<file path="src/decode_pkg.sv">
// ****************************************
// 8086 decode package
// Instruction classes, field widths and ModR/M codes
// ****************************************
package decode_pkg;

    localparam int OPCODE_W = 8;           // Opcode byte
    localparam int MODRM_W  = 8;           // ModR/M byte
    localparam int REG_ID_W = 4;           // Top bit marks a segment register
    localparam int LEN_W    = 3;           // Length in bytes, 1 to 6

    localparam int MAX_INSN_LEN = 6;       // Opcode, ModR/M, disp16, imm16

    localparam logic [2:0] MODRM_DIRECT_RM = 3'b110;  // With mod 00 a direct address
    localparam logic [1:0] MOD_REG         = 2'b11;   // Register operand

    typedef logic [REG_ID_W-1:0] reg_id_t;
    typedef logic [LEN_W-1:0]    insn_len_t;

    // Instruction classes kept by the decoder
    typedef enum logic [4:0] {
        CLS_ALU_RM,        // ADD..CMP R/M,R
        CLS_ALU_ACC_IMM,   // ADD..CMP ACC,IMM
        CLS_GRP1_RM_IMM,   // 80-83
        CLS_TEST_XCHG_RM,
        CLS_MOV_RM,
        CLS_MOV_SREG,      // 8C, 8E
        CLS_LEA,
        CLS_POP_RM,
        CLS_REG16,         // INC, DEC, PUSH, POP reg16 and XCHG ACC
        CLS_MOV_R_IMM,
        CLS_MOV_RM_IMM,
        CLS_SHIFT_RM,      // By 1 or CL
        CLS_SHIFT_RM_IMM,
        CLS_BR_SHORT,
        CLS_BR_NEAR,
        CLS_BR_FAR,        // Offset then segment
        CLS_MOV_ACC_MEM,
        CLS_RET_IMM,
        CLS_ACC_IMM8,      // IN/OUT port imm8
        CLS_SINGLE,        // No operand bytes
        CLS_ILLEGAL
    } op_class_t;

endpackage

</file>
<file path="src/decode_stage.sv">
// ****************************************
// Decode pipeline stage
// STAGES deep register chain for valid and fields
// ****************************************
`timescale 1ns/1ps

module decode_stage import decode_pkg::*;
#(
    parameter int unsigned STAGES = 1
)
(
    input  logic      clk,
    input  logic      rst_n,
    input  logic      in_valid,
    input  logic      illegal,
    input  logic      need_modrm,
    input  logic      need_disp,
    input  logic      disp_size,
    input  logic      need_imm,
    input  logic      imm_size,
    input  logic      byte_word,
    input  reg_id_t   src,
    input  reg_id_t   dst,
    input  insn_len_t insn_len,
    output logic      out_valid,
    output logic      illegal_q,
    output logic      need_modrm_q,
    output logic      need_disp_q,
    output logic      disp_size_q,
    output logic      need_imm_q,
    output logic      imm_size_q,
    output logic      byte_word_q,
    output reg_id_t   src_q,
    output reg_id_t   dst_q,
    output insn_len_t insn_len_q
);

    localparam int FIELD_W = 7 + 2 * $bits(reg_id_t) + $bits(insn_len_t);

    logic [FIELD_W-1:0] in_data;
    logic [FIELD_W-1:0] data_q [STAGES];
    logic               valid_q [STAGES];

    assign in_data = {illegal, need_modrm, need_disp, disp_size, need_imm, imm_size,
                      byte_word, src, dst, insn_len};

    always_ff @(posedge clk)
    begin
        if (!rst_n)
        begin
            for (int i = 0; i < STAGES; i++)
            begin
                valid_q[i] <= 1'b0;
                data_q[i]  <= '0;            // Outputs read zero after reset
            end
        end
        else
        begin
            valid_q[0] <= in_valid;
            if (in_valid)
                data_q[0] <= in_data;
            for (int i = 1; i < STAGES; i++)
            begin
                valid_q[i] <= valid_q[i-1];
                if (valid_q[i-1])            // Hold the last item through gaps
                    data_q[i] <= data_q[i-1];
            end
        end
    end

    assign out_valid = valid_q[STAGES-1];
    assign {illegal_q, need_modrm_q, need_disp_q, disp_size_q, need_imm_q, imm_size_q,
            byte_word_q, src_q, dst_q, insn_len_q} = data_q[STAGES-1];

    out_valid_known: assert property (@(posedge clk) disable iff (!rst_n)
        !$isunknown(out_valid))
    else $error("out_valid unknown after reset");

endmodule

</file>
<file path="config.mk">
export PLATFORM = sky130hd
export DESIGN_NAME = decode_stage
export DESIGN_NICKNAME = d
export VERILOG_FILES = /design/src/decode_pkg.sv /design/src/decode_stage.sv
export SDC_FILE = /design/constraint.sdc
export NUM_CORES = 1
export LEC_CHECK = 0
export BUFFER_PORTS_ARGS = -buffer_cell sky130_fd_sc_hd__buf_2
export CAP_MARGIN = 20
export CORE_UTILIZATION = 41
export CTS_CLUSTER_DIAMETER = 150
export CTS_CLUSTER_SIZE = 16
export DETAILED_ROUTE_END_ITERATION = 8
export PLACE_DENSITY = 0.75
export SLEW_MARGIN = 20
export SYNTH_ARGS = -nofsm -noshare
export SYNTH_HDL_FRONTEND = slang
export SYNTH_SLANG_ARGS = --single-unit
</file>
<file path="constraint.sdc">
create_clock -name clk -period 1.2 [get_ports clk]
set_input_delay 0.06 -clock clk [delete_from_list [all_inputs] [get_ports clk]]
set_output_delay 0.06 -clock clk [all_outputs]
set_load 0.02 [all_outputs]
</file>
Word level (Yosys, flattened, before mapping)
Memory sizes are Yosys's and may differ from the RTL's.
Index checks and enable logic that the tools add are counted.
Widths: inputs -> output; s select.
{ "word_totals": {"word_cells": 13, "reg_bits": 0, "in_bits": 21, "mem_count": 2, "output_inout_bits": 19, "mem_bits_rw": 19} }
{ "memory_table": {"columns": ["name", "words", "width", "rd", "rd_clocked_by_memory_dff", "write_ports", "line_no", "source"], "rows": [
  ["data_q", 1, 18, 1, 0, 1, "decode_stage.sv:41", "logic [FIELD_W-1:0] data_q [STAGES];"],
  ["valid_q", 1, 1, 1, 0, 1, "decode_stage.sv:42", "logic valid_q [STAGES];"]
]} }
{ "classes": {"reduce_logical": 2, "mux": 9} }
{ "op_table": {"columns": ["operator", "count"], "rows": [
  ["$mux 18", 1],
  ["$reduce_or 18->1", 1],
  ["$mux 1", 8],
  ["$reduce_or 1->1", 1]
]} }

Depth between registers and ports, before layout
{ "depth": {"ltp_word": 5, "ltp_mapped": 2, "depth_no_buf": 1} }

Worst setup path after synthesis
Ideal clock, no wire load.
{ "synth_path": {"kind": "input-to-reg", "startpoint": "input port in_valid", "endpoint": "memory data_q[0][0] (netlist name), enable pin", "cell_stages": 2, "path_buffers": 1, "t_arrival_ps": 693, "path_slack_ps": 130, "t_required_ps": 823, "setup_ps": 377, "cell_sequence": "buf_2 -> nand2b_1"} }
{ "synth_between": {"elab_chain_len": 5} }
{ "synth_rtl": {"columns": ["element", "line_no", "source"], "rows": [
  ["from (decl)", "decode_stage.sv:14", "input logic in_valid,"],
  ["$mux 1 *", "decode_stage.sv:60", "if (in_valid)"],
  ["$mux 1 *", "decode_stage.sv:49", "if (!rst_n)"],
  ["$mux 1 (not written as such) *", "decode_stage.sv:61", "data_q[0] <= in_data;"],
  ["$reduce_or 18->1 (no source line)", null, null],
  ["$mux 1 (no source line) *", null, null],
  ["to (decl)", "decode_stage.sv:41", null]
]} }
Every way passes the cells marked *; elsewhere a longest branch is shown, timed or not.

Worst setup path after layout
{ "layout_path": {"startpoint": "memory data_q[0][17] (netlist name)", "endpoint": "output port illegal_q"} }
{ "layout_between": {"elab_chain_len": 1} }
{ "layout_rtl": {"columns": ["element", "line_no", "source"], "rows": [
  ["$mem_v2 1x18", null, null],
  ["to (decl)", "decode_stage.sv:26", "output logic illegal_q,"]
]} }
Every way passes these cells.

==> results.sh <==
export IMPL_status="finished, violations left"
export IMPL_violations="DRC"
export IMPL_die_y_um=43.6
export IMPL_boundaryPins=40
export IMPL_ys_ff_latch=19
export IMPL_path_buf_inv=1
export IMPL_num_vias=483
export IMPL_ant_nets=0
export IMPL_drive_gt1_share_pct=54.1
export IMPL_cts_root_buf="clkbuf_4"
export IMPL_cp_data_arrival_time_ns=0.84
export IMPL_port_buffers=39
export IMPL_grtUsageTotal_pct=15.0
export IMPL_die_w_um=43.6
export IMPL_grt_max_degree=21
export IMPL_nNetsFinal=107
export IMPL_clock_sinks=19
export IMPL_cts_buffers=3
export IMPL_netlist_instances=43
export IMPL_slew_headroom_pct=84.0
export IMPL_htree_levels=1
export IMPL_ir_worst_vdd_mv=0.693
export IMPL_critPathMaxStageDelay_ns=0.38
export IMPL_path_max_fanout=1
export IMPL_final_common_cell="buf_2"
export IMPL_antenna_found_initial=0
export IMPL_routedWlPerCell_um=12.6
export IMPL_finalCritPeriodShare_pct=75.0
export IMPL_drtIter0Drc=17
export IMPL_regArea_um2=561
export IMPL_grt_pass1_vias=447
export IMPL_stdcell_area_um2=951
export IMPL_ys_warn_count=0
export IMPL_setup_slack_ns=0.300
export IMPL_yosysSeqAreaShare_pct=78.9
export IMPL_cp_start_kind="register"
export IMPL_via_per_inst=4.78
export IMPL_syn_cell_area_um2=711
export IMPL_dieArea_um2=1900
export IMPL_p_total_mw=1.29
export IMPL_rsz0062_at_grt="no"
export IMPL_gp_congestion=0.675
export IMPL_row_count=14
export IMPL_hold_buffers=0
export IMPL_worstPathRequired_ns=1.14
export IMPL_grt_pass1_wl_um=1950
export IMPL_crit_chain="buf_2"
export IMPL_dr_pass1_iters=5
export IMPL_p_leak_nw=0.504
export IMPL_multi_input_area_um2=125
export IMPL_grt_overflow=0
export IMPL_postCtsSetupRepairBufs=0
export IMPL_tns_ns=0
export IMPL_drc=5
export IMPL_maxSlewViolCount=0
export IMPL_area_delta_synth_final_pct=33.8
export IMPL_worstHoldPathType="in -> reg"
export IMPL_layout_common_cells="39 x buf_2, 18 x and3_1, 18 x edfxtp_1"
export IMPL_synthesis_nets=64
export IMPL_power_density_nw_per_um2=1360
export IMPL_max_clock_path_buffers=2
export IMPL_worstSetupEndpointType="output pin"
export IMPL_n_antenna_cell=0
export IMPL_hold_viol_final=0
export IMPL_setup_viol=0
export IMPL_fmax_mhz=1110
export IMPL_worst_pin_slew_ns=0.239
export IMPL_pre_cts_ws_ns=0.331
export IMPL_fin_crit_ns=0.900
export IMPL_fillers=123
export IMPL_cts_tree="yes"
export IMPL_initial_core_util_pct=45.6
export IMPL_synth_avg_cell_area_um2=16.5
export IMPL_slowest_stage="edfxtp_1"
export IMPL_core_area_um2=1560
export IMPL_dpl_instance_area_um2=923
export IMPL_cts_clk_slew_worst_paths_ns=0.10
export IMPL_crit_type="reg -> out"
export IMPL_routed_wl_um=1270
export IMPL_maxCapViolCount=0
export IMPL_path_delay_family="flip-flops"
export IMPL_cts_resized=0
export IMPL_yosysUniqueCellTypes=7
routing by layer:
metal  vias to the layer above  global-route usage, %  wire [µm]
met1                       223                   17.6        463
li1                        246                      -          -
met4                         0                   9.38          0
met2                        14                   26.3        772
met3                         0                   1.25         39
met5                         -                      0          0
cells in the mapped netlist:
master    count  area share, %
buf_4         2            2.1
buf_2         2            1.4
and3_1       18             16
edfxtp_1     18             76
and2_1        1           0.88
nand2b_1      1           0.88
dfxtp_1       1            2.8
final cells by class:
class,instances,area share (%)
timing repair buffer,42,22.9
clock buffer,3,2.37
sequential,19,58.9
clock inverter,1,0.526
multi-input combinational,20,13.2
tap,16,2.11
registers in the layout (all words and copies together), names as in the netlist:
register and count:
data_q 18, valid_q 1
report_power, final:
group	switching (mW)	internal (mW)
Clock	0.181	0.124
Sequential	0.0104	0.780
Combinational	0.122	0.0762
per-stage QoR:
| stage | hold slack, ns | instances | utilization [%] |
|---|---|---|---|
| after floorplan | 0.296 | 43 | - |
| after global placement | 0.380 | 97 | 59.2 |
| after detailed placement | 0.378 | 97 | 59.2 |
| after CTS | 0.0694 | 101 | 61.0 |
| after global routing | 0.0649 | 101 | 61.0 |
| final | 0.0771 | 101 | 61.0 |
worst paths after layout:
check                         start             to  slack (ns)  cells after the start
worst max-delay path  data_q[0][17]      illegal_q        0.30                      1
worst min-delay path         src[3]  data_q[0][10]        0.08                      2
cell families (layout without fill, tap and decap cells):
| kind of cell | count (synthesis) | in the layout | synth area share [%] |
|---|---|---|---|
| and+or+nand+nor | 20 | 20 | 17.6 |
| DFF | 19 | 19 | 78.9 |
| buffers and inverters | 4 | 46 | 3.52 |
Note: power is estimated with default switching activity, not from simulation.
